--- config.mk ---
export PLATFORM = sky130hd
export DESIGN_NAME = branch_predictor
export DESIGN_NICKNAME = d
export VERILOG_FILES = /design/src/verilog/frontend_pkg.sv /design/src/verilog/branch_predictor.sv /design/src/verilog/mispredict_counter.sv /design/src/verilog/entry_table.sv
export SDC_FILE = /design/constraint.sdc
export NUM_CORES = 2
export LEC_CHECK = 0
export BUFFER_PORTS_ARGS = -buffer_cell sky130_fd_sc_hd__buf_2
export CAP_MARGIN = 20
export CORE_MARGIN = 2
export CORE_UTILIZATION = 43
export CTS_CLUSTER_SIZE = 25
export DETAILED_ROUTE_END_ITERATION = 7
export PLACE_DENSITY = 0.54
export SLEW_MARGIN = 15
export SYNTH_ARGS = -nofsm -noshare
export SYNTH_HDL_FRONTEND = slang
export SYNTH_SLANG_ARGS = --single-unit
--- constraint.sdc ---
create_clock -name clk -period 5.6 [get_ports clk]
set_input_delay 1.12 -clock clk [delete_from_list [all_inputs] [get_ports clk]]
set_output_delay 1.12 -clock clk [all_outputs]
set_load 0.03 [all_outputs]
--- src/verilog/frontend_pkg.sv ---
/*
  Widths, reset address and types shared by the fetch front end.
  Fetch blocks are FETCH_BYTES long and aligned, so bits OFFS_W-1:0 of a fetch
  address are always zero.
  TAG_W + TBUF_IDX_W + OFFS_W must equal ADDR_W.
  RAS_DEPTH must be 2**RAS_PTR_W because the return stack pointer wraps.
*/
`default_nettype none

package frontend_pkg;

  localparam int ADDR_W      = 32;
  localparam int FETCH_BYTES = 32;
  localparam int OFFS_W      = 5;   // log2 of FETCH_BYTES
  localparam int GHT_W       = 14;
  localparam int PRED_IDX_W  = 8;
  localparam int TBUF_IDX_W  = 6;
  localparam int TAG_W       = ADDR_W - TBUF_IDX_W - OFFS_W;
  localparam int RAS_DEPTH   = 8;
  localparam int RAS_PTR_W   = 3;

  typedef logic [ADDR_W-1:0]     addr_t;
  typedef logic [GHT_W-1:0]      ght_t;  // newest outcome in bit 0
  typedef logic [PRED_IDX_W-1:0] pred_idx_t;

  localparam addr_t RESET_ADDR = 32'h0000_1000;

  typedef enum logic [1:0] {
    JK_COND   = 2'd0,
    JK_UNCOND = 2'd1,
    JK_CALL   = 2'd2,
    JK_RET    = 2'd3
  } jump_kind_t;

  // one jump target buffer entry
  typedef struct packed {
    logic             valid;
    jump_kind_t       kind;
    logic [TAG_W-1:0] tag;     // address bits 31:11
    addr_t            target;
  } tbuf_entry_t;

endpackage

`default_nettype wire
--- src/verilog/branch_predictor.sv ---
/*
  Three one-bit prediction tables, hashed from address and global history,
  XORed into one taken bit.
  Only a mispredicted conditional resolve updates them: A always flips,
  B and C flip when the mispredict counter allows.
  While an update is in progress the tables are read at the update index,
  so pred_taken is meaningless in that cycle.
*/
`timescale 1ns/1ps
`default_nettype none

module branch_predictor (
  input  wire logic                     clk,
  input  wire logic                     rst,
  input  wire frontend_pkg::addr_t      lookup_addr,
  input  wire frontend_pkg::ght_t       lookup_ght,
  output logic                          pred_taken,
  input  wire logic                     resolve_valid,
  input  wire frontend_pkg::addr_t      resolve_addr,
  input  wire frontend_pkg::jump_kind_t resolve_kind,
  input  wire logic                     resolve_mispredict,
  input  wire frontend_pkg::ght_t       resolve_ght
);

  function automatic frontend_pkg::pred_idx_t hash_a(input frontend_pkg::addr_t addr,
                                                     input frontend_pkg::ght_t ght);
    return {addr[10:5], ght[1:0]};
  endfunction

  function automatic frontend_pkg::pred_idx_t hash_b(input frontend_pkg::addr_t addr,
                                                     input frontend_pkg::ght_t ght);
    return addr[12:5] ^ ght[7:0];
  endfunction

  function automatic frontend_pkg::pred_idx_t hash_c(input frontend_pkg::addr_t addr,
                                                     input frontend_pkg::ght_t ght);
    return {addr[6:5], ght[5:0]};
  endfunction

  logic upd;
  logic upd_b;
  logic upd_c;
  logic bit_a;
  logic bit_b;
  logic bit_c;
  frontend_pkg::pred_idx_t rd_idx_a;
  frontend_pkg::pred_idx_t rd_idx_b;
  frontend_pkg::pred_idx_t rd_idx_c;

  assign upd = resolve_valid && resolve_mispredict && (resolve_kind == frontend_pkg::JK_COND);

  // second index path, old bits come back for the flip
  assign rd_idx_a = upd ? hash_a(resolve_addr, resolve_ght) : hash_a(lookup_addr, lookup_ght);
  assign rd_idx_b = upd ? hash_b(resolve_addr, resolve_ght) : hash_b(lookup_addr, lookup_ght);
  assign rd_idx_c = upd ? hash_c(resolve_addr, resolve_ght) : hash_c(lookup_addr, lookup_ght);

  assign pred_taken = bit_a ^ bit_b ^ bit_c;

  mispredict_counter mp_count (
    .clk             (clk),
    .rst             (rst),
    .cond_mispredict (upd),
    .upd_b           (upd_b),
    .upd_c           (upd_c)
  );

  entry_table #(.entry_t(logic), .IDX_W(frontend_pkg::PRED_IDX_W)) table_a (
    .clk (clk), .rst (rst),
    .rd_idx (rd_idx_a), .rd_data (bit_a),
    .wr_en (upd), .wr_idx (rd_idx_a), .wr_data (~bit_a)
  );

  entry_table #(.entry_t(logic), .IDX_W(frontend_pkg::PRED_IDX_W)) table_b (
    .clk (clk), .rst (rst),
    .rd_idx (rd_idx_b), .rd_data (bit_b),
    .wr_en (upd_b), .wr_idx (rd_idx_b), .wr_data (~bit_b)
  );

  entry_table #(.entry_t(logic), .IDX_W(frontend_pkg::PRED_IDX_W)) table_c (
    .clk (clk), .rst (rst),
    .rd_idx (rd_idx_c), .rd_data (bit_c),
    .wr_en (upd_c), .wr_idx (rd_idx_c), .wr_data (~bit_c)
  );

endmodule

`default_nettype wire

--- src/verilog/mispredict_counter.sv ---
/*
  Counts conditional mispredicts in a 4-bit wrapping counter.
  upd_b and upd_c decode the count before this event's increment:
  B every 4th event, C every 16th, starting with the first after reset.
*/
`timescale 1ns/1ps
`default_nettype none

module mispredict_counter (
  input  wire logic clk,
  input  wire logic rst,
  input  wire logic cond_mispredict,
  output logic      upd_b,
  output logic      upd_c
);

  logic [3:0] count;

  // valid only while an event is present
  assign upd_b = cond_mispredict && (count[1:0] == 2'd0);
  assign upd_c = cond_mispredict && (count == 4'd0);

  always_ff @(posedge clk) begin
    if (rst) begin
      count <= '0;
    end else if (cond_mispredict) begin
      count <= count + 4'd1;  // wraps at 16
    end
  end

endmodule

`default_nettype wire

--- src/verilog/entry_table.sv ---
/*
  Register table with one combinational read port and one write port.
  All entries clear on reset.
  A write lands at the clock edge, so a read of the same index in the
  write cycle still returns the old entry.
*/
`timescale 1ns/1ps
`default_nettype none

module entry_table #(
  parameter type entry_t = logic,
  parameter int  IDX_W   = 8
) (
  input  wire logic             clk,
  input  wire logic             rst,
  input  wire logic [IDX_W-1:0] rd_idx,
  output entry_t                rd_data,
  input  wire logic             wr_en,
  input  wire logic [IDX_W-1:0] wr_idx,
  input  wire entry_t           wr_data
);

  entry_t mem [(1 << IDX_W)];

  assign rd_data = mem[rd_idx];

  always_ff @(posedge clk) begin
    if (rst) begin
      for (int i = 0; i < (1 << IDX_W); i++) begin
        mem[i] <= '0;
      end
    end else if (wr_en) begin
      mem[wr_idx] <= wr_data;
    end
  end

endmodule

`default_nettype wire

==> reports/metrics.yaml <==
detailed_routing:
  drtAntennaViolNets: 0
  drt_iter0_drc: 3998
  wl_per_cell_microns: 25.9
  totalWireLength_mm: 148
  vias_per_cell: 6.13
  route.detailed.drc: 0
  first_pass_iters: 6
  vias: 35000
synth:
  synth_xor_area_share_pct: 0.581
  async_flop_share_pct: 0
  synth_edf_count: 768
  yosys_warnings: 0
  synth_nets: 4290
  synth_ff_type: "edfxtp_1"
  syn_area_per_cell_sq_um: 10.4
  yosys.area_share.adder_pct: 0.0575
  yosys.area_share.simple_pct: 16.2
  muxShareOfSynthArea_pct: 3.23
  synth_top_family_by_area: "compound AO/OA/AOI/OAI gates"
  syn_inst: 4190
  ys_types: 72
  seq_area_frac_synth_pct: 53.2
  netlist_area_sq_um: 43500
  synth.ff_latch_count: 772
  synth_compound_area_share_pct: 21.3
worst_setup_path:
  cp-start-kind: "input port"
  critPathMaxFanout: 6
  critPathKind: "input port to primary output"
  crit_arrival_ns: 4.81
  worstSetupEndpointType: "primary output"
  worstPathRequired_ns: 4.48
  rr_worst_depth: 9
timing:
  timing.fmax_mhz: 169
  setup_viol: 1
  slew_violations: 0
  whs_ns: 0.495
  post-route-period-util_pct: 106
  tightestPinTransition_ns: 1.32
  period_needed_ns: 5.93
  hold_viol: 0
  rsz0062_at_grt: "true"
  tns_ns: -0.331
  slew_headroom_pct: 12.1
  worst_slack_ns: -0.331
  fin_skew_ns: 0.0298
place:
  dpl.hpwl_mm: 92.0
  gp_congestion: 0.876
  place_inst: 5518
  dpl_cell_area_sq_um: 47500
  numPortBuffers: 38
cells_and_area:
  final_common_cell: "edfxtp_1"
  layout_common_cells: "edfxtp_1 (768), nor2_1 (605), o21bai_1 (476)"
  seq_area_sq_um: 23100
  layout.nets: 4443
  syn2layout_area_growth_pct: 17.0
  multi_input_area_sq_um: 18400
  n_fill_cell: 9069
  design_area_sq_um: 50900
  fin_util_pct: 50.8
  layout.cells.non_filler: 5710
  drive_above_1_share_pct: 21.0
flow_run:
  cap_violations: 0
power:
  p_per_area_nw_per_um2: 282
  vdd_drop_max_mv: 0.203
  leakagePower_uw: 0.0180
clock_network:
  cts_sinks: 772
  clock-root-buffer: "clkbuf_16"
  htree_levels: 3
  cts_inserted_buffers: 91
  cts.path.max_buffers: 3
  cts_hold_buf: 0
  clock_latency_ns: 0.68
  clkSlewWorstSetupHoldPaths_ns: 0.05
  cts_tree: "built"
min_path:
  holdPathStages: 2
  min_path_type: "flop to flop"
run_status:
  outcome: "complete, but fails checks"
  violations: "setup timing"
floorplanning:
  dieArea_sq_um: 104000
  io_pins: 99
  initial_core_util_pct: 43.4
  core_sq_um: 100000
  die_width_microns: 322
  die_height_microns: 322
  rows: 116
grt:
  first_global_vias: 33800
  grt_max_degree: 217
  grt_pass1_wl_mm: 218
  grt_overflow: 0
  grt_use_total_pct: 28.2
  antenna_found_initial: 5
==> sequential cells by signal, summed over array words and instances, names as in the netlist <==
register / cells
mp_count.count: 4
table_c.mem: 256
table_a.mem: 256
table_b.mem: 256
==> Yosys cell counts (7+ instances only) <==
| library cell | n | area [sq um] |
|---|---|---|
| a21o_1 | 268 | 2010 |
| a21oi_1 | 38 | 190 |
| a31oi_1 | 43 | 269 |
| xnor2_1 | 13 | 114 |
| nor3_2 | 101 | 1010 |
| clkbuf_1 | 371 | 1390 |
| o21ai_0 | 81 | 405 |
| o41ai_1 | 37 | 324 |
| or2_2 | 20 | 125 |
| o22ai_1 | 16 | 100 |
| a2111oi_0 | 7 | 61.3 |
| o21a_1 | 150 | 1130 |
| xor2_1 | 14 | 123 |
| nand2_2 | 15 | 93.8 |
| and3_1 | 7 | 43.8 |
| nand2_1 | 391 | 1470 |
| a22o_1 | 19 | 166 |
| buf_6 | 34 | 383 |
| nand3_1 | 101 | 505 |
| nor3_1 | 141 | 706 |
| a41oi_1 | 17 | 149 |
| nor2_1 | 623 | 2340 |
| buf_1 | 7 | 26.3 |
| or4_1 | 7 | 52.6 |
| nand2b_1 | 30 | 188 |
| mux2i_1 | 74 | 741 |
| edfxtp_1 | 768 | 23100 |
| mux4_2 | 23 | 518 |
| nor4_1 | 30 | 188 |
| a22oi_1 | 17 | 128 |
| o21bai_1 | 476 | 3570 |
| buf_2 | 71 | 355 |
| nand4_1 | 22 | 138 |
| buf_4 | 25 | 188 |
| a32oi_1 | 40 | 350 |
==> what timing repair did <==
item / in CTS / in global routing
gates cloned: 5 / 0
pin swaps: 9 / 16
setup buffers: 18 / 7
endpoints found under the setup margin: 1 / 1
resized for setup: 33 / 22
==> path summary, 6_finish.rpt <==
check / start / end / slack, ns
max: resolve_kind[0] / pred_taken / -0.33
min: mp_count.count[1] / mp_count.count[1] / 0.50
max reg2reg: table_b.mem[75] / table_b.mem[53] / 2.12
min reg2reg: mp_count.count[1] / mp_count.count[1] / 0.50
==> metrics by stage <==
stage / setup slack (ns) / total power [uW]
after floorplan: 0.0951 / 7880
after global placement: -0.495 / 8670
after detailed placement: -0.503 / 8680
after CTS: -0.178 / 14400
after global routing: -0.391 / 14800
final: -0.331 / 14400
==> worst max-delay path: stages <==
cell and delay, ns:
buf_8 0.11, and4bb_4 0.45, buf_6 0.14, mux2i_4 0.28, buf_12 0.16, buf_12 0.12, nand2_4 0.04, a32oi_2 0.24
a211oi_2 0.12, a211o_1 0.28, or4_4 0.56, nor4_4 0.33, buf_6 0.19, xor2_2 0.16, xnor2_1 0.17, buf_4 0.18
buf_6 0.13
==> area by class of cell <==
cell class,instances,area share (%)
tap,1298,3.19
sequential,772,45.5
clock buffer,117,4.71
inverter,6,0.0443
antenna,2,0.00984
timing repair buffer,567,9.66
multi-input combinational,2905,36.2
clock inverter,43,0.703
==> cell families after synthesis <==
family,count (synthesis)
simple gates,1510
compound gates,1255
flops,772
buf+inv,516
mux,107
xor+xnor,28
fa+ha+maj,2
==> layer usage <==
layer | vias up | wire length [microns] | GRT usage (%) | part of all wire, %
li1 | 15600 | - | - | -
met1 | 17600 | 62500 | 38.8 | 42
met2 | 1497 | 67900 | 44.8 | 46
met3 | 304 | 11700 | 4.97 | 7.9
met4 | 4 | 5500 | 9.91 | 3.7
met5 | - | 28 | 0 | 0.019
==> power breakdown <==
part,leakage (uW),switching (uW),total (uW),internal (uW)
combinational,0.00875,1290,2090,792
sequential,0.00792,57.6,6590,6530
clock,0.00134,2440,5680,3240
total,0.0180,3800,14400,10600
Note: power is estimated with default switching activity, not from simulation.
