==> config.mk <==
export PLATFORM = sky130hd
export DESIGN_NAME = fetch_ctrl
export DESIGN_NICKNAME = d
export VERILOG_FILES = /design/src/verilog/frontend_pkg.sv /design/src/verilog/fetch_ctrl.sv
export SDC_FILE = /design/constraint.sdc
export NUM_CORES = 1
export LEC_CHECK = 0
export BUFFER_PORTS_ARGS = -buffer_cell sky130_fd_sc_hd__buf_2
export CORE_ASPECT_RATIO = 0.9
export CORE_MARGIN = 2
export CORE_UTILIZATION = 47
export DETAILED_ROUTE_END_ITERATION = 10
export PLACE_DENSITY = 0.77
export SKIP_LAST_GASP = 1
export SLEW_MARGIN = 20
export SYNTH_ARGS = -nofsm -noshare
export SYNTH_HDL_FRONTEND = slang
export SYNTH_SLANG_ARGS = --single-unit
export TNS_END_PERCENT = 30
==> constraint.sdc <==
create_clock -name clk -period 1.8 [get_ports clk]
set_input_delay 0.18 -clock clk [delete_from_list [all_inputs] [get_ports clk]]
set_output_delay 0.18 -clock clk [all_outputs]
set_load 0.01 [all_outputs]
==> src/verilog/frontend_pkg.sv <==
/*
  Widths, reset address and types shared by the fetch front end.
  Fetch blocks are FETCH_BYTES long and aligned, so bits OFFS_W-1:0 of a fetch
  address are always zero.
  TAG_W + TBUF_IDX_W + OFFS_W must equal ADDR_W.
  RAS_DEPTH must be 2**RAS_PTR_W because the return stack pointer wraps.
*/
`default_nettype none

package frontend_pkg;

  localparam int ADDR_W      = 32;
  localparam int FETCH_BYTES = 32;
  localparam int OFFS_W      = 5;   // log2 of FETCH_BYTES
  localparam int GHT_W       = 14;
  localparam int PRED_IDX_W  = 8;
  localparam int TBUF_IDX_W  = 6;
  localparam int TAG_W       = ADDR_W - TBUF_IDX_W - OFFS_W;
  localparam int RAS_DEPTH   = 8;
  localparam int RAS_PTR_W   = 3;

  typedef logic [ADDR_W-1:0]     addr_t;
  typedef logic [GHT_W-1:0]      ght_t;  // newest outcome in bit 0
  typedef logic [PRED_IDX_W-1:0] pred_idx_t;

  localparam addr_t RESET_ADDR = 32'h0000_1000;

  typedef enum logic [1:0] {
    JK_COND   = 2'd0,
    JK_UNCOND = 2'd1,
    JK_CALL   = 2'd2,
    JK_RET    = 2'd3
  } jump_kind_t;

  // one jump target buffer entry
  typedef struct packed {
    logic             valid;
    jump_kind_t       kind;
    logic [TAG_W-1:0] tag;     // address bits 31:11
    addr_t            target;
  } tbuf_entry_t;

endpackage

`default_nettype wire
==> src/verilog/fetch_ctrl.sv <==
/*
  Fetch FSM: one lookup cycle, then a four-phase req/ack fetch request.
  Only one block is in flight; the next address is computed in lookup and
  loaded when the handshake finishes, or replaced by a pending redirect.
  Lookup waits one extra cycle while a conditional mispredict updates the
  predictor tables, so it never sees a half-updated read.
*/
`timescale 1ns/1ps
`default_nettype none

module fetch_ctrl (
  input  wire logic                      clk,
  input  wire logic                      rst,
  output logic                           fetch_req,
  input  wire logic                      fetch_ack,
  output frontend_pkg::addr_t            fetch_addr,
  output frontend_pkg::ght_t             fetch_ght,
  output logic                           fetch_taken,
  input  wire logic                      tbuf_hit,
  input  wire frontend_pkg::tbuf_entry_t tbuf_entry,
  input  wire logic                      pred_taken,
  input  wire frontend_pkg::addr_t       ras_top,
  output logic                           ras_push,
  output frontend_pkg::addr_t            ras_push_addr,
  output logic                           ras_pop,
  input  wire logic                      resolve_valid,
  input  wire frontend_pkg::addr_t       resolve_addr,
  input  wire frontend_pkg::jump_kind_t  resolve_kind,
  input  wire logic                      resolve_taken,
  input  wire frontend_pkg::addr_t       resolve_target,
  input  wire logic                      resolve_mispredict,
  input  wire frontend_pkg::ght_t        resolve_ght
);

  typedef enum logic [1:0] {
    S_LOOKUP,
    S_REQ,
    S_RELEASE
  } state_t;

  state_t              state;
  logic                lk_go;
  logic                lk_taken;
  logic                redir_pending;
  frontend_pkg::addr_t seq_addr;
  frontend_pkg::addr_t lk_addr;
  frontend_pkg::addr_t next_addr;
  frontend_pkg::addr_t redir_addr;
  frontend_pkg::ght_t  lk_ght;
  frontend_pkg::ght_t  next_ght;
  frontend_pkg::ght_t  redir_ght;

  assign seq_addr      = fetch_addr + frontend_pkg::addr_t'(frontend_pkg::FETCH_BYTES);
  assign ras_push_addr = seq_addr;  // return lands on the block after the call

  assign lk_go = (state == S_LOOKUP) &&
                 !(resolve_valid && resolve_mispredict &&
                   resolve_kind == frontend_pkg::JK_COND);

  always_comb begin
    lk_addr  = seq_addr;
    lk_ght   = fetch_ght;
    lk_taken = 1'b0;
    ras_push = 1'b0;
    ras_pop  = 1'b0;
    if (tbuf_hit) begin
      case (tbuf_entry.kind)
        frontend_pkg::JK_UNCOND: begin
          lk_addr  = tbuf_entry.target;
          lk_taken = 1'b1;
        end
        frontend_pkg::JK_CALL: begin
          lk_addr  = tbuf_entry.target;
          lk_taken = 1'b1;
          ras_push = lk_go;
        end
        frontend_pkg::JK_RET: begin
          lk_addr  = ras_top;
          lk_taken = 1'b1;
          ras_pop  = lk_go;
        end
        default: begin  // conditional, only kind that shifts history
          lk_taken = pred_taken;
          lk_addr  = pred_taken ? tbuf_entry.target : seq_addr;
          lk_ght   = {fetch_ght[frontend_pkg::GHT_W-2:0], pred_taken};
        end
      endcase
    end
  end

  always_ff @(posedge clk) begin
    if (rst) begin
      state       <= S_RELEASE;  // exit from reset loads RESET_ADDR like a release
      fetch_req   <= 1'b0;
      fetch_addr  <= frontend_pkg::RESET_ADDR;
      fetch_ght   <= '0;
      fetch_taken <= 1'b0;
      next_addr   <= frontend_pkg::RESET_ADDR;
      next_ght    <= '0;
    end else begin
      case (state)
        S_LOOKUP: begin
          if (lk_go) begin
            next_addr   <= lk_addr;
            next_ght    <= lk_ght;
            fetch_taken <= lk_taken;
            fetch_req   <= 1'b1;
            state       <= S_REQ;
          end
        end
        S_REQ: begin
          if (fetch_ack) begin
            fetch_req <= 1'b0;
            state     <= S_RELEASE;
          end
        end
        default: begin
          if (!fetch_ack) begin  // handshake done
            fetch_addr <= redir_pending ? redir_addr : next_addr;
            fetch_ght  <= redir_pending ? redir_ght : next_ght;
            state      <= S_LOOKUP;
          end
        end
      endcase
    end
  end

  always_ff @(posedge clk) begin
    if (rst) begin
      redir_pending <= 1'b0;
    end else if (resolve_valid && resolve_mispredict) begin
      redir_pending <= 1'b1;
    end else if (state == S_RELEASE && !fetch_ack) begin
      redir_pending <= 1'b0;
    end
  end

  // last mispredict wins
  always_ff @(posedge clk) begin
    if (resolve_valid && resolve_mispredict) begin
      redir_addr <= resolve_taken ? resolve_target :
                    resolve_addr + frontend_pkg::addr_t'(frontend_pkg::FETCH_BYTES);
      redir_ght  <= (resolve_kind == frontend_pkg::JK_COND) ?
                    {resolve_ght[frontend_pkg::GHT_W-2:0], resolve_taken} : resolve_ght;
    end
  end

endmodule

`default_nettype wire

==> flow_summary.ini, run 1 <==
[outcome]
run_status = finished, violations left
violations = setup timing

[die]
pin_count = 258
start_util = 0.481
die_h_um = 129
rows = 45
core_area_um2 = 16900
dieArea_um2 = 18400
die_w_um = 143

[power]
seqPwrFrac = 0.421
pwr-share-comb = 0.206
switching_share = 0.292
ir_drop_mv = 0.695
p_int_w = 0.00637
total_power_w = 0.00899
p_clk_frac = 0.373
p_per_area_nw_per_um2 = 805
p_sw_w = 0.00262
power_leakage_nw = 4.55

[routing]
routed_wl_um = 27400
vias = 8598
first_pass_iters = 8
drc = 0
antenna_left = 0
post_drt_wl_per_cell_um = 18.9
viasPerCell = 5.93
drt_iter0_markers = 745

[layout]
syn_to_final_growth_pct = 37.0
layout_common_cells = buf_2, buf_4, nor2_1
instances_no_fill = 1451
final_common_cell = buf_2
nets = 1381
n_fill_cell = 1350
fin_util = 0.659
drive_above_1_share = 0.383

[synthesis]
synthCells = 902
synth_area_um2 = 8150
synth_seq_area_share = 0.408
ys.flop_type = dfxtp_1
synth-seq-cells = 143
synth_warnings = 0
synth_edf_count = 46
async_flop_share = 0
syn_nets = 1083
synth_cell_types = 65
avgSynthCellArea_um2 = 9.04

[clock_tree]
clk_path_buf_depth = 2
cts_tree = yes
cts_max_level = 4
clockRootBuffer = clkbuf_16
numCtsBuffers = 17
insertion_delay_ns = 0.43
clk_pin_slew_worst_paths_ns = 0.06
clock_sinks = 143

[hold_path]
hold_end = state[1]
holdPathStages = 3
min_path_type = input port to flip-flop
hold_path.startpoint = fetch_ack

[critical_path]
startpoint_type = flip-flop
r2r_start = fetch_addr[17]
reg2reg_slack_ns = -0.15
rr_worst_depth = 5
crit_type = flip-flop to output port
critPathArrivalTime_ns = 2.16
cp.required_ns = 1.62
reg2reg_to = next_addr[26]
crit_fanout = 7
crit_path_end_kind = output port

[global_route]
grt_pass1_wl_um = 41700
grt_use_met2 = 0.454
track_usage = 0.292
met3_usage = 0.0662
grt_pass1_vias = 7962
grt_max_degree = 61
grtUsageMet1 = 0.395
grt-ovfl-total = 0
antenna_found_initial = 3
top_usage_layer = met2

[timing]
layout_setup_ws_ns = -0.541
finalHoldViolations = 0
setup_violations = 31
hold_slack_ns = 0.0323
rsz0062_at_grt = true
fmax_mhz = 427
period_minus_slack_ns = 2.34
fin_skew_ns = 0.00803
finalMaxSlewViolations = 0
max_slew_margin = 0.595
min_period_over_period = 1.30
worstMarginPinSlew_ns = 0.608

[run]
drv_cap = 0

[place]
place_congestion = 0.931
port_buffers = 235
place_inst = 1404
hpwl_um = 20000
-- cell usage after synthesis, types with 5 or more instances --
master	n	share of area
a211oi_1	53	0.049
a21oi_1	20	0.012
a22oi_1	35	0.032
a2bb2oi_1	5	0.0054
a311oi_1	21	0.023
a31oi_1	16	0.012
and3_1	8	0.0061
and4_1	5	0.0054
buf_1	6	0.0028
buf_4	5	0.0046
clkbuf_1	63	0.029
dfxtp_1	97	0.24
edfxtp_1	46	0.17
ha_1	5	0.0077
inv_1	21	0.0097
mux2_2	21	0.029
mux2i_1	46	0.056
nand2_1	71	0.033
nand2b_1	9	0.0069
nand3_1	34	0.021
nand4_1	10	0.0077
nor2_1	87	0.040
nor3_1	14	0.0086
nor4_1	11	0.0084
o211ai_1	5	0.0046
o21ai_0	38	0.023
o221ai_1	13	0.014
o2bb2ai_1	18	0.019
o311ai_0	6	0.0064
or2_2	8	0.0061
or3_1	18	0.014
xnor2_1	25	0.027
xor2_1	8	0.0086
-- per-stage QoR --
stage	setup TNS [ns]	setup WS (ns)	instance area (um^2)
global route	-11.98	-0.599	11200
finish	-9.60	-0.541	11200
global placement	-0.958	-0.155	10300
floorplan	-0.707	-0.163	8220
CTS	-8.42	-0.538	11000
detailed placement	-1.66	-0.177	10300
-- worst max-delay path, stage by stage, from the launching register on --
cell and delay, ns:
dfxtp_2 0.35, nand4_4 0.11, or4_4 0.61, or3_4 0.39
xnor2_4 0.13, buf_2 0.13
-- how the worst max path moves through the flow --
stage | startpoint | end
2_1_floorplan | fetch_addr[12] | ras_push_addr[29]
3_3_place_gp | fetch_addr[17] | ras_push_addr[30]
3_5_place_dp | fetch_addr[16] | ras_push_addr[30]
4_1_cts | fetch_addr[14] | ras_push_addr[29]
5_1_grt | fetch_addr[17] | ras_push_addr[29]
6_report | fetch_addr[17] | ras_push_addr[29]
-- metal layers --
metal	share of wire	routed length, um
met1	0.42	11600
met2	0.45	12300
met3	0.095	2600
met4	0.031	859
met5	0	0
-- final cells by class --
class | instances | area [um^2] | area share
repair buffers | 359 | 2270 | 0.203
clock inverters | 14 | 119 | 0.0106
flip-flops and latches | 143 | 3350 | 0.300
well taps | 235 | 294 | 0.0263
clock buffers | 18 | 439 | 0.0393
inverters | 21 | 78.8 | 0.00706
diodes | 3 | 7.51 | 0.000672
multi-input cells | 658 | 4610 | 0.413
-- power groups by stage --
stage / Sequential, W / Combinational, W / Clock (W)
5_1_grt: 0.00381 / 0.00201 / 0.00348
3_3_place_gp: 0.00383 / 0.00176 / 0
6_report: 0.00379 / 0.00185 / 0.00335
2_1_floorplan: 0.00385 / 0.000927 / 0
4_1_cts: 0.00378 / 0.00182 / 0.00334
3_5_place_dp: 0.00384 / 0.00180 / 0
-- flip-flops by register name, indices dropped and copies added (netlist names) --
register,flops
state,2
next_addr,32
fetch_ght,14
fetch_addr,32
redir_pending,1
next_ght,14
fetch_req,1
redir_addr,32
redir_ght,14
fetch_taken,1
-- repair_timing --
item | CTS | global route
setup endpoints to repair | 29 | 35
cloned | 0 | 0
resized for setup | 24 | 13
hold buffers | 0 | 0
pin swaps | 13 | 5
buffers inserted | 6 | 7
-- cell families (layout without fill, tap and decap cells) --
kind of cell | count (synthesis) | count (layout) | share of synthesized area
AND/OR/NAND/NOR | 300 | 300 | 0.185
multiplexers | 67 | 67 | 0.0855
adder cells (fa/ha/maj) | 5 | 5 | 0.00767
AO/OA/AOI/OAI | 253 | 253 | 0.228
flip-flops | 143 | 143 | 0.408
buffers and inverters | 101 | 412 | 0.0505
other | 0 | 3 | 0
XOR/XNOR | 33 | 33 | 0.0355
Note: power is estimated with default switching activity, not from simulation.
==> inputs of run 2 (changes only) <==
Settings changed: GPL_TIMING_DRIVEN set to 0.
==> run 2 against run 1 <==
The flow still finishes with violations (setup timing). Register-to-register slack worse by 0.16 ns. Global-route usage up 3.5 points. Largest cell class unchanged. Clock skew down 0.0015 ns. Clock-buffer cell count unchanged. Sequential share of layout area down 0.25 points.
==> flow_summary.ini, run 2 (synthesis gave the netlist of run 1 again) <==
[die]
rows = 45
die_h_um = 129
pin_count = 258
start_util = 0.481
dieArea_um2 = 18400
core_area_um2 = 16900
die_w_um = 143

[clock_tree]
clk_path_buf_depth = 2
numCtsBuffers = 17
cts_tree = yes
clock_sinks = 143
clk_pin_slew_worst_paths_ns = 0.06
cts_max_level = 4
clockRootBuffer = clkbuf_16
insertion_delay_ns = 0.43
hold_buffers = 0

[power]
seqPwrFrac = 0.412
p_clk_frac = 0.387
p_sw_w = 0.00273
total_power_w = 0.00933
power_leakage_nw = 4.52
p_per_area_nw_per_um2 = 822
pwr-share-comb = 0.200
p_int_w = 0.00660
switching_share = 0.292
ir_drop_mv = 0.650

[run]
drv_cap = 0

[place]
hpwl_um = 22400
place_congestion = 0.996
port_buffers = 234
pre_cts_slack_ns = -0.919

[routing]
drc = 0
first_pass_iters = 5
routed_wl_um = 31700
vias = 9084
viasPerCell = 6.20
antenna_left = 0
drt_iter0_markers = 1071
post_drt_wl_per_cell_um = 21.6

[timing]
fin_skew_ns = 0.00648
period_minus_slack_ns = 2.53
fmax_mhz = 396
layout_setup_ws_ns = -0.725
finalHoldViolations = 0
max_slew_margin = 0.423
min_period_over_period = 1.40
rsz0062_at_grt = true
tns_ns = -16.64
setup_violations = 86
worstMarginPinSlew_ns = 0.865
finalMaxSlewViolations = 0

[global_route]
grt_pass1_wl_um = 45000
grt_pass1_vias = 8019
track_usage = 0.326
grt-ovfl-total = 0
grt_max_degree = 39
antenna_found_initial = 2

[layout]
drive_above_1_share = 0.368
layout_common_cells = buf_2, nor2_1, dfxtp_1
fin_util = 0.670
n_fill_cell = 1299
multiInputGateArea_um2 = 4850
nets = 1395
reg.largest.list = fetch_addr (32), next_addr (32), redir_addr (32)
syn_to_final_growth_pct = 39.2
final_common_cell = buf_2
regArea_um2 = 3370

[hold_path]
min_path_type = input port to flip-flop

[critical_path]
startpoint_type = flip-flop
crit_fanout = 5
crit_path_end_kind = output port
critPathBufInv = 4
worst_path_max_delay_cell = or4_4
crit_type = flip-flop to output port
cp_common_cell = buf_6
critPathTopFamily = simple AND/OR/NAND/NOR gates
cp.required_ns = 1.62
critPathArrivalTime_ns = 2.35
cp_slowest_stage_delay_ns = 0.57
cp_cell_sequence = nand4_1, or4_4, buf_6, buf_6, buf_4, nor2_4, xor2_2, buf_2

[outcome]
run_status = finished, violations left
violations = setup timing
-- run 2: cell count changes in the layout (fill, tap and decap cells not counted), sizes merged --
cell    previous run  this run
clkbuf            18        77
buf              359       314
clkinv             8         5
bufinv             1         3
diode              3         2
inv               22        23
-- run 2: stage by stage --
stage | hold slack [ns] | cells | cell area (um^2)
finish | 0.0298 | 1464 | 11300
detailed placement | 0.448 | 1372 | 9710
CTS | 0.0152 | 1441 | 11000
floorplan | 0.287 | 902 | 8220
global route | 0.0342 | 1462 | 11300
global placement | 0.441 | 1371 | 9690
-- run 2: per-layer routing --
| layer | vias up | share of wire | GRT usage | wire (um) |
|---|---|---|---|---|
| li1 | 4062 | - | - | - |
| met2 | 631 | 0.44 | 0.497 | 13800 |
| met5 | - | 0 | 0 | 0 |
| met1 | 4258 | 0.39 | 0.434 | 12300 |
| met4 | 0 | 0.055 | 0.176 | 1760 |
| met3 | 133 | 0.12 | 0.0707 | 3800 |
-- run 2: final timing paths --
check	startpoint	endpoint	slack [ns]	cells after the start
hold reg to reg	next_addr[2]	next_addr[2]	0.45	2
setup / recovery	fetch_addr[21]	ras_push_addr[25]	-0.73	8
setup reg to reg	fetch_addr[21]	next_addr[29]	-0.31	8
hold / removal	fetch_ack	state[1]	0.03	3
-- run 2: what timing repair did --
item | in CTS | in global routing
gates cloned | 1 | 0
pin swaps | 24 | 27
setup buffers | 39 | 27
endpoints found under the hold margin | 0 | 0
endpoints found under the setup margin | 92 | 109
gates resized for setup | 90 | 57
-- run 2: area by class of cell --
type	count	area share
Tap cell	235	0.0259
Clock inverter	14	0.0144
Buffer	75	0.0331
Multi-Input combinational cell	658	0.427
Clock buffer	18	0.0387
Inverter	21	0.00695
Antenna cell	2	0.000441
Timing Repair Buffer	298	0.156
Sequential cell	143	0.297
-- run 2: power groups by stage --
stage	clock, W	sequential [W]	combinational [W]
after floorplan	0	0.00385	0.000927
after global placement	0	0.00389	0.00160
final	0.00361	0.00385	0.00187
after global routing	0.00375	0.00386	0.00199
after detailed placement	0	0.00389	0.00164
after CTS	0.00360	0.00382	0.00177
-- run 2: worst reg2reg max path, stage by stage, from the launching register on --
cell and delay, ns:
dfxtp_4 0.38, nand4_1 0.17, or4_4 0.57, buf_6 0.14
buf_6 0.12, buf_4 0.13, buf_6 0.11, o311ai_4 0.23
o221ai_2 0.12
