===== src/verilog/frontend_pkg.sv =====
/*
  Widths, reset address and types shared by the fetch front end.
  Fetch blocks are FETCH_BYTES long and aligned, so bits OFFS_W-1:0 of a fetch
  address are always zero.
  TAG_W + TBUF_IDX_W + OFFS_W must equal ADDR_W.
  RAS_DEPTH must be 2**RAS_PTR_W because the return stack pointer wraps.
*/
`default_nettype none

package frontend_pkg;

  localparam int ADDR_W      = 32;
  localparam int FETCH_BYTES = 32;
  localparam int OFFS_W      = 5;   // log2 of FETCH_BYTES
  localparam int GHT_W       = 14;
  localparam int PRED_IDX_W  = 8;
  localparam int TBUF_IDX_W  = 6;
  localparam int TAG_W       = ADDR_W - TBUF_IDX_W - OFFS_W;
  localparam int RAS_DEPTH   = 8;
  localparam int RAS_PTR_W   = 3;

  typedef logic [ADDR_W-1:0]     addr_t;
  typedef logic [GHT_W-1:0]      ght_t;  // newest outcome in bit 0
  typedef logic [PRED_IDX_W-1:0] pred_idx_t;

  localparam addr_t RESET_ADDR = 32'h0000_1000;

  typedef enum logic [1:0] {
    JK_COND   = 2'd0,
    JK_UNCOND = 2'd1,
    JK_CALL   = 2'd2,
    JK_RET    = 2'd3
  } jump_kind_t;

  // one jump target buffer entry
  typedef struct packed {
    logic             valid;
    jump_kind_t       kind;
    logic [TAG_W-1:0] tag;     // address bits 31:11
    addr_t            target;
  } tbuf_entry_t;

endpackage

`default_nettype wire

===== src/verilog/return_stack.sv =====
/*
  Circular return address stack of RAS_DEPTH entries.
  ptr points at the top entry; push writes one above it.
  Overflow overwrites the oldest entry, underflow wraps without warning.
  Redirects do not repair the stack, it is left as it is.
*/
`timescale 1ns/1ps
`default_nettype none

module return_stack (
  input  wire logic                clk,
  input  wire logic                rst,
  input  wire logic                push,
  input  wire frontend_pkg::addr_t push_addr,
  input  wire logic                pop,
  output frontend_pkg::addr_t      top
);

  frontend_pkg::addr_t                stack [frontend_pkg::RAS_DEPTH];
  logic [frontend_pkg::RAS_PTR_W-1:0] ptr;

  assign top = stack[ptr];

  always_ff @(posedge clk) begin
    if (rst) begin
      ptr <= '0;
      for (int i = 0; i < frontend_pkg::RAS_DEPTH; i++) begin
        stack[i] <= '0;
      end
    end else if (push) begin
      stack[ptr + 1'b1] <= push_addr;
      ptr               <= ptr + 1'b1;
    end else if (pop) begin
      ptr <= ptr - 1'b1;  // entry stays, only the pointer moves
    end
  end

endmodule

`default_nettype wire


===== config.mk =====
export PLATFORM = sky130hd
export DESIGN_NAME = return_stack
export DESIGN_NICKNAME = d
export VERILOG_FILES = /design/src/verilog/frontend_pkg.sv /design/src/verilog/return_stack.sv
export SDC_FILE = /design/constraint.sdc
export NUM_CORES = 1
export LEC_CHECK = 0
export BUFFER_PORTS_ARGS = -buffer_cell sky130_fd_sc_hd__buf_2
export CORE_MARGIN = 1.5
export CORE_UTILIZATION = 28
export DETAILED_ROUTE_END_ITERATION = 16
export GPL_TIMING_DRIVEN = 0
export RECOVER_POWER = 100
export SLEW_MARGIN = 20
export SYNTH_ARGS = -nofsm -noshare
export SYNTH_HDL_FRONTEND = slang
export SYNTH_SLANG_ARGS = --single-unit

===== constraint.sdc =====
create_clock -name clk -period 2.7 [get_ports clk]
set_input_delay 0.54 -clock clk [delete_from_list [all_inputs] [get_ports clk]]
set_output_delay 0.54 -clock clk [all_outputs]
set_load 0.01 [all_outputs]

==> flow_metrics.py, run 1 <==
metrics = {
    "setup_path": {
        "slowest_delay_ns": 0.49,
        "path_cells": "buf_12 > buf_12 > buf_12 > mux4_2 > mux2_4 > buf_6",
        "crit_path_end": "top[9]",
        "path_delay_family": "multiplexers",
        "cp_num_buf_inv": 4,
        "path_max_fanout": 5,
        "slowest_stage": "mux4_2",
        "path_depth": 6,
        "path_class": "register to primary output",
        "reg2reg_from": "ptr[0]",
        "cp.required_ns": 2.16,
        "crit_top_cell": "buf_12",
        "arrival_ns": 2.24,
        "r2r_end": "stack[4][21]",
        "critPathCaptureType": "primary output",
        "crit_path_start_kind": "register",
        "reg2regPathDepth": 4,
        "reg2reg_slack_ns": 0.08,
    },
    "flow_run": {
        "maxCapViolCount": 0,
    },
    "timing": {
        "clock_skew_ns": 0.0149,
        "hold_ws_ns": 0.360,
        "rsz0062_at_grt": "yes",
        "drv_slew": 0,
        "setup_violations": 27,
        "slew_headroom_pct": 48.0,
        "worstMarginPinSlew_ns": 0.774,
        "hold_viol_final": 0,
        "fmax_ghz": 0.360,
        "min_period_ns": 2.78,
        "fin_crit_sh_pct": 103,
        "worst_slack_ns": -0.0773,
    },
    "clocking": {
        "insertion_delay_ns": 0.54,
        "cts_buffers": 29,
        "cts.sinks": 262,
        "cts.path.max_buffers": 3,
        "cts_tree": "built",
        "cts.clk_slew.worst_paths_ns": 0.06,
        "cts-root-buf": "clkbuf_16",
        "htreeDepth": 1,
    },
    "synth": {
        "netlist_instances": 695,
        "synthDistinctLibCells": 30,
        "yosys_warnings": 0,
        "seq_area_frac_synth_pct": 66.4,
        "syn-num-nets": 733,
        "syn_avg_cell_area_sq_um": 16.9,
        "synth.ff_latch_count": 262,
        "syn_area_sq_um": 11800,
    },
    "cells_and_area": {
        "syn2layout_area_growth_pct": 21.1,
        "utilization_pct": 34.6,
        "nets": 847,
        "layout-drive-gt1-share_pct": 30.0,
    },
    "global_routing": {
        "grt.total_usage_pct": 13.3,
        "grt_pass1_wl_um": 42900,
        "grt_overflow": 0,
        "grt_max_degree": 33,
        "antenna_found_initial": 4,
        "grt_pass1_vias": 6564,
    },
    "power_and_ir_drop": {
        "power_switching_uw": 2300,
        "switching_share_pct": 23.4,
        "seq_power_share_pct": 48.6,
        "internal_power_uw": 7550,
        "leakagePower_uw": 0.00510,
        "comb_power_share_pct": 15.1,
        "p_total_uw": 9850,
        "clkPwrFrac_pct": 36.3,
        "power_density_nw_per_um2": 692,
        "ir_drop_mv": 0.439,
    },
    "die": {
        "die_x_um": 208,
        "die_h_um": 208,
        "core_sq_um": 41100,
        "initial_core_util_pct": 28.6,
        "num_io_pins": 68,
        "die-area_sq_um": 43300,
        "row_count": 74,
    },
    "placed_design": {
        "dp_hpwl_um": 16900,
        "routabilityCongestion": 0.717,
        "port_buffers": 66,
    },
    "detailed_routing": {
        "postRouteAntennaNets": 0,
        "dr.pass1.iters": 5,
        "vias": 6235,
        "post_drt_wl_per_cell_um": 21.3,
        "drt_first_iter_violations": 556,
        "drc_errors": 0,
        "viasPerCell": 4.58,
        "wl_um": 29000,
    },
    "hold_path": {
        "min_from": "push_addr[27]",
        "min_path_type": "input port to register",
    },
    "status": {
        "status": "finished with violations",
        "violations": "setup timing",
    },
}
[stage by stage]
stage / area [sq um] / setup TNS, ns / setup WS [ns] / cells
2_1_floorplan: 11800 / 0 / 0.320 / 695
3_3_place_gp: 12800 / -26.44 / -0.240 / 1293
3_5_place_dp: 12800 / -33.11 / -0.268 / 1293
4_1_cts: 14300 / -2.71 / -0.141 / 1359
5_1_grt: 14200 / -6.18 / -0.130 / 1360
6_report: 14200 / -1.19 / -0.0773 / 1362
[cell usage in the layout, fill, tap and decap left out, types with 2 or more instances in the layout]
master / count
inv_1: 2
clkinv_2: 2
mux2_2: 2
buf_8: 2
nor3_1: 2
nor2_4: 2
clkinv_1: 6
nor2_1: 7
nand3b_1: 2
mux4_2: 63
diode_2: 3
clkbuf_16: 29
buf_16: 3
ha_1: 2
buf_12: 12
buf_4: 7
and2_1: 149
edfxtp_1: 256
clkbuf_2: 7
buf_2: 37
xnor2_1: 2
clkbuf_1: 28
dfxtp_1: 4
clkbuf_4: 2
mux2_4: 30
or2_4: 11
buf_6: 35
and2_0: 107
[synthesized netlist by cell type]
cell type	count	area, sq um
and2_1	256	1600
edfxtp_1	256	7690
mux4_2	52	1170
mux2_2	32	360
clkbuf_1	23	86.3
mux4_1	12	315
or2_2	8	50.1
buf_2	7	35.0
buf_6	7	78.8
nor2_1	7	26.3
buf_4	6	45.0
dfxtp_1	6	120
ha_1	2	25.0
inv_1	2	7.51
nand3b_1	2	15.0
nor2_4	2	22.5
xnor2_1	2	17.5
a21o_1	1	7.51
a21oi_1	1	5.00
a221oi_1	1	8.76
buf_1	1	3.75
nand2_1	1	3.75
nand3_1	1	5.00
nand4b_1	1	8.76
nand4bb_1	1	11.3
nor3_1	1	5.00
nor3_2	1	10.0
nor3b_1	1	7.51
or4b_4	1	13.8
xor2_1	1	8.76
[area by class of cell]
| cell class | instances | area [sq um] |
|---|---|---|
| Fill cell | 3982 | 26900 |
| Sequential cell | 262 | 7810 |
| Multi-Input combinational cell | 390 | 3810 |
| Timing Repair Buffer | 81 | 790 |
| Clock buffer | 39 | 763 |
| Tap cell | 532 | 666 |
| Buffer | 43 | 317 |
| Clock inverter | 10 | 70.1 |
| Inverter | 2 | 7.51 |
| Antenna cell | 3 | 7.51 |
[per-layer routing]
layer / routed length, um / vias to the layer above / track usage (%)
met5: 34 / - / 0
li1: - / 2813 / -
met3: 1610 / 46 / 2.67
met2: 13700 / 162 / 21.8
met4: 668 / 4 / 3.32
met1: 13000 / 3210 / 18.2
[timing repair]
| action | in CTS | in global routing |
|---|---|---|
| hold buffers | 0 | 0 |
| gates cloned | 8 | 3 |
| endpoints found under the setup margin | 256 | 192 |
| buffers inserted | 10 | 2 |
| resized for setup | 128 | 15 |
| pin swaps | 0 | 1 |
[power by group through the flow]
| stage | clock network, uW | registers [uW] | logic [uW] |
|---|---|---|---|
| 4_1_cts | 3630 | 4790 | 1550 |
| 5_1_grt | 3790 | 4810 | 1590 |
| 3_5_place_dp | 0 | 4870 | 1170 |
| 3_3_place_gp | 0 | 4850 | 1160 |
| 6_report | 3580 | 4790 | 1490 |
| 2_1_floorplan | 0 | 4830 | 727 |
[cell families (layout without fill, tap and decap cells)]
group,after synthesis,after routing,synth area share [%]
other,0,3,0
AOI/OAI and AO/OA,3,3,0.181
muxes,96,96,15.7
DFF,262,262,66.4
and+or+nand+nor,283,286,15.1
xor gates and xnor gates,3,3,0.223
adders and majority gates,2,2,0.213
buffers and inverters,46,175,2.18
[state kept, by name, summed over array words and instances (netlist names), named ones only]
| signal | flops |
|---|---|
| stack | 256 |
| ptr | 3 |
[worst min path at each step]
stage	end	slack (ns)	cells after the start
floorplan	register	0.51	2
global placement	ptr[2]	0.53	2
detailed placement	ptr[2]	0.55	2
CTS	stack[2][27]	0.35	2
global route	stack[5][11]	0.37	2
finish	stack[2][27]	0.36	2
(Power assumes the default switching activity.)
==> run 2, diff against run 1 <==
CORE_ASPECT_RATIO = 0.8   (was default)
==> run 2 against run 1 <==
  * The run still ends with setup timing left
  * Sequential share of layout area decreased by 0.45 points
  * Critical path depth increased by 1
  * Register-to-register slack got worse by 0.08 ns
  * Global-route usage increased by 0.32 points
  * Cell area increased by 0.79%
==> flow_metrics.py, run 2 (synthesis gave the netlist of run 1 again) <==
metrics = {
    "setup_path": {
        "r2r_end": "stack[0][15]",
        "crit_path_start_kind": "register",
        "critPathCaptureType": "primary output",
        "arrival_ns": 2.29,
        "reg2regPathDepth": 4,
        "path_max_fanout": 5,
        "reg2reg_slack_ns": 0,
        "path_class": "register to primary output",
        "cp.required_ns": 2.16,
        "reg2reg_from": "ptr[0]",
    },
    "timing": {
        "worst_slack_ns": -0.126,
        "rsz0062_at_grt": "yes",
        "min_period_ns": 2.83,
        "slew_headroom_pct": 36.4,
        "setup_violations": 35,
        "fmax_ghz": 0.354,
        "clock_skew_ns": 0.00691,
        "hold_viol_final": 0,
        "fin_crit_sh_pct": 105,
        "drv_slew": 0,
        "worstMarginPinSlew_ns": 0.947,
    },
    "detailed_routing": {
        "dr.pass1.iters": 5,
        "post_drt_wl_per_cell_um": 21.8,
        "vias": 6357,
        "drc_errors": 0,
        "postRouteAntennaNets": 0,
        "wl_um": 29900,
        "drt_first_iter_violations": 528,
        "viasPerCell": 4.63,
    },
    "cells_and_area": {
        "layout_common_cells": "256 x edfxtp_1, 159 x and2_1, 97 x and2_0",
        "syn2layout_area_growth_pct": 22.0,
        "nets": 846,
        "final_common_cell": "edfxtp_1",
        "layout-drive-gt1-share_pct": 31.2,
        "largest-register": "stack",
        "largestRegisters": "stack x256, ptr x3",
        "layoutNonFillerInstCount": 1373,
        "largest_reg_flops": 256,
        "utilization_pct": 35.0,
    },
    "global_routing": {
        "grt_pass1_wl_um": 43500,
        "antenna_found_initial": 1,
        "grt_use_met3_pct": 2.34,
        "use_met2_pct": 21.3,
        "grt_overflow": 0,
        "grt_pass1_vias": 6535,
        "busiest_layer": "met2",
        "grt_max_degree": 33,
        "grt.total_usage_pct": 13.7,
        "grtUsageMet1_pct": 20.1,
    },
    "power_and_ir_drop": {
        "clkPwrFrac_pct": 37.9,
        "internal_power_uw": 7790,
        "ir_drop_mv": 0.455,
        "p_total_uw": 10100,
        "power_switching_uw": 2360,
        "leakagePower_uw": 0.00517,
        "seq_power_share_pct": 47.1,
        "power_density_nw_per_um2": 707,
        "switching_share_pct": 23.3,
        "comb_power_share_pct": 14.9,
    },
    "flow_run": {
        "maxCapViolCount": 0,
    },
    "status": {
        "violations": "setup timing",
        "status": "finished with violations",
    },
    "die": {
        "num_io_pins": 68,
        "die_x_um": 232,
        "die-area_sq_um": 43300,
        "die_h_um": 186,
        "initial_core_util_pct": 28.7,
        "core_sq_um": 41000,
        "row_count": 66,
    },
    "placed_design": {
        "dp.cells": 1305,
        "port_buffers": 66,
        "dp_hpwl_um": 17500,
        "routabilityCongestion": 0.739,
    },
    "clocking": {
        "cts.clk_slew.worst_paths_ns": 0.06,
        "cts.path.max_buffers": 3,
        "cts_tree": "built",
        "postCtsHoldBufs": 0,
        "cts_buffers": 26,
        "cts-root-buf": "clkbuf_16",
        "insertion_delay_ns": 0.54,
        "htreeDepth": 1,
        "cts.sinks": 262,
    },
    "hold_path": {
        "min_path_type": "input port to register",
        "min_from": "pop",
        "worstHoldPathCells": 4,
    },
}
==> run 2: area by class of cell <==
cell class / instances / area, sq um
Antenna cell: 1 / 2.50
Buffer: 43 / 320
Clock buffer: 31 / 721
Clock inverter: 17 / 181
Fill cell: 3892 / 26700
Inverter: 2 / 7.51
Multi-Input combinational cell: 392 / 3830
Sequential cell: 262 / 7810
Tap cell: 544 / 681
Timing Repair Buffer: 81 / 800
==> run 2: per-layer routing <==
| metal | vias up | wire length [um] |
|---|---|---|
| li1 | 2834 | - |
| met1 | 3283 | 13900 |
| met2 | 202 | 13800 |
| met3 | 36 | 1870 |
| met4 | 2 | 340 |
| met5 | - | 11 |
==> run 2: timing repair <==
| item | 4_1_cts | 5_1_grt |
|---|---|---|
| resized for setup | 131 | 8 |
| pin swaps | 0 | 1 |
| buffers inserted | 12 | 1 |
| endpoints found under the setup margin | 256 | 200 |
| hold endpoints to repair | 0 | 0 |
| gates cloned | 6 | 5 |
==> run 2: through the flow <==
stage | setup WS [ns] | hold slack [ns] | TNS (ns) | area [sq um]
finish | -0.126 | 0.359 | -1.24 | 14400
global route | -0.183 | 0.361 | -8.99 | 14400
CTS | -0.138 | 0.346 | -2.74 | 14400
detailed placement | -0.267 | 0.551 | -39.25 | 12800
global placement | -0.279 | 0.542 | -31.11 | 12800
floorplan | 0.320 | 0.507 | 0 | 11800
==> run 2: how the worst max path moves through the flow <==
stage          startpoint      endpoint  slack, ns  cells after the start
6_report         register       top[17]      -0.13                      7
5_1_grt          register       top[17]      -0.18                      7
4_1_cts          register       top[12]      -0.14                      7
3_5_place_dp       ptr[0]   stack[1][2]      -0.27                      5
3_3_place_gp       ptr[0]  stack[1][29]      -0.28                      5
2_1_floorplan      ptr[0]   stack[5][0]       0.32                      5
==> run 2: worst max-delay path, stage by stage, from the launching register on <==
cell     delay [ns]
dfxtp_2        0.34
buf_12         0.13
buf_12         0.12
buf_12         0.11
buf_16         0.12
mux4_2         0.52
mux2_4         0.29
buf_6          0.12
==> run 2: power groups by stage <==
stage	Clock [uW]	Sequential (uW)	Combinational, uW
after floorplan	0	4830	727
after global placement	0	4860	1160
after detailed placement	0	4870	1170
after CTS	3890	4790	1560
after global routing	4060	4810	1610
final	3850	4780	1510
==> run 3, diff against run 2 <==
clock period = 3 ns   (was 2.7 ns; I/O delays follow)
==> run 3 against run 2 <==
  * Global-route usage shrank 0.44 points
  * Via count shrank 4.0%
  * Critical path type unchanged
  * First-iteration DRC count down 13%
  * Largest power group unchanged
  * The flow now finishes without violations
  * Utilization decreased by 1.7 points
==> flow_metrics.py, run 3 (synthesis gave the netlist of run 1 again) <==
metrics = {
    "setup_path": {
        "crit_path_start_kind": "register",
        "path_class": "register to primary output",
        "arrival_ns": 2.32,
        "reg2regPathDepth": 5,
        "reg2reg_slack_ns": 0.21,
        "r2r_end": "stack[7][15]",
        "path_max_fanout": 10,
        "cp.required_ns": 2.40,
        "critPathCaptureType": "primary output",
        "reg2reg_from": "ptr[0]",
    },
    "clocking": {
        "cts_buffers": 26,
        "cts.path.max_buffers": 3,
        "postCtsHoldBufs": 0,
        "cts-root-buf": "clkbuf_16",
        "htreeDepth": 1,
        "post_cts_buffers": 0,
        "cts.clk_slew.worst_paths_ns": 0.06,
        "cts_tree": "built",
        "cts_resized": 4,
        "insertion_delay_ns": 0.54,
        "cts.sinks": 262,
    },
    "flow_run": {
        "maxCapViolCount": 0,
    },
    "timing": {
        "fmax_ghz": 0.343,
        "clock_skew_ns": 0.00606,
        "hold_viol_final": 0,
        "min_period_ns": 2.92,
        "drv_slew": 0,
        "worst_slack_ns": 0.0846,
        "timing.setup.tns_ns": 0,
        "rsz0062_at_grt": "yes",
        "fin_crit_sh_pct": 97.2,
        "slew_headroom_pct": 28.3,
        "worstMarginPinSlew_ns": 1.07,
        "setup_violations": 0,
    },
    "detailed_routing": {
        "dr.pass1.iters": 5,
        "drt_first_iter_violations": 460,
        "postRouteAntennaNets": 0,
        "vias": 6101,
        "viasPerCell": 4.51,
        "drc_errors": 0,
        "post_drt_wl_per_cell_um": 20.8,
        "wl_um": 28200,
    },
    "global_routing": {
        "grt_overflow": 0,
        "grt.total_usage_pct": 13.2,
        "grt_max_degree": 33,
        "antenna_found_initial": 2,
        "grt_pass1_vias": 6398,
        "grt_pass1_wl_um": 42100,
    },
    "hold_path": {
        "min_path_type": "input port to register",
        "min_from": "pop",
        "hold_path_end": "ptr[0]",
        "worstHoldPathCells": 4,
    },
    "placed_design": {
        "dp_hpwl_um": 17500,
        "pre_cts_ws_ns": 0.0329,
        "routabilityCongestion": 0.739,
        "port_buffers": 66,
    },
    "die": {
        "die-area_sq_um": 43300,
        "row_count": 66,
        "initial_core_util_pct": 28.7,
        "num_io_pins": 68,
        "die_h_um": 186,
        "core_sq_um": 41000,
        "die_x_um": 232,
    },
    "cells_and_area": {
        "largestRegisters": "stack x256, ptr x3",
        "largest-register": "stack",
        "layout-drive-gt1-share_pct": 25.4,
        "final_common_cell": "edfxtp_1",
        "syn2layout_area_growth_pct": 16.1,
        "layout_common_cells": "256 x edfxtp_1, 133 x and2_0, 123 x and2_1",
        "nets": 826,
        "utilization_pct": 33.3,
        "largest_reg_flops": 256,
    },
    "power_and_ir_drop": {
        "leakagePower_uw": 0.00483,
        "ir_drop_mv": 0.418,
        "power_density_nw_per_um2": 641,
    },
    "status": {
        "status": "completed",
    },
}
run 3: how the worst max path moves through the flow:
stage | startpoint | end | slack, ns | cells after the start
detailed placement | ptr[0] | stack[1][2] | 0.03 | 5
finish | register | top[20] | 0.08 | 5
CTS | ptr[0] | stack[1][4] | 0.02 | 5
global placement | ptr[0] | stack[1][29] | 0.02 | 5
global route | register | top[20] | -0.02 | 5
floorplan | ptr[0] | stack[5][0] | 0.62 | 5
run 3: critical path: stages (launching register included):
cell     delay, ns
dfxtp_1       0.32
buf_6         0.19
buf_6         0.22
mux4_1        0.62
mux2_2        0.29
buf_2         0.14
run 3: layer usage:
metal  vias up  part of all wire (%)  GRT usage, %
met5         -                 0.092             0
met4         4                   1.1          2.12
met3        37                   5.0          2.43
met2       149                    47          20.9
met1      3128                    47          19.1
li1       2783                     -             -
run 3: metrics by stage:
stage | total power (uW) | hold slack, ns | instances | instance area (sq um)
after global placement | 5410 | 0.542 | 1305 | 12800
final | 8750 | 0.431 | 1353 | 13700
after floorplan | 5010 | 0.507 | 695 | 11800
after detailed placement | 5430 | 0.551 | 1305 | 12800
after CTS | 8860 | 0.409 | 1352 | 13700
after global routing | 9060 | 0.422 | 1352 | 13700
run 3: report_power, final:
| group | switching, uW | leakage (uW) | internal (uW) | total (uW) |
|---|---|---|---|---|
| Clock | 1400 | 0.000449 | 2050 | 3450 |
| Sequential | 59.1 | 0.00270 | 4240 | 4300 |
| Combinational | 567 | 0.00168 | 435 | 1000 |
run 3: cell type report:
cell class                 instances  area (sq um)
antenna                            1          2.50
buffer                            43           230
clock buffer                      31           721
clock inverter                    17           181
fill                            3956         27400
inverter                           2          7.51
multi-input combinational        387          3710
sequential                       262          7810
tap                              544           681
timing repair buffer              66           320
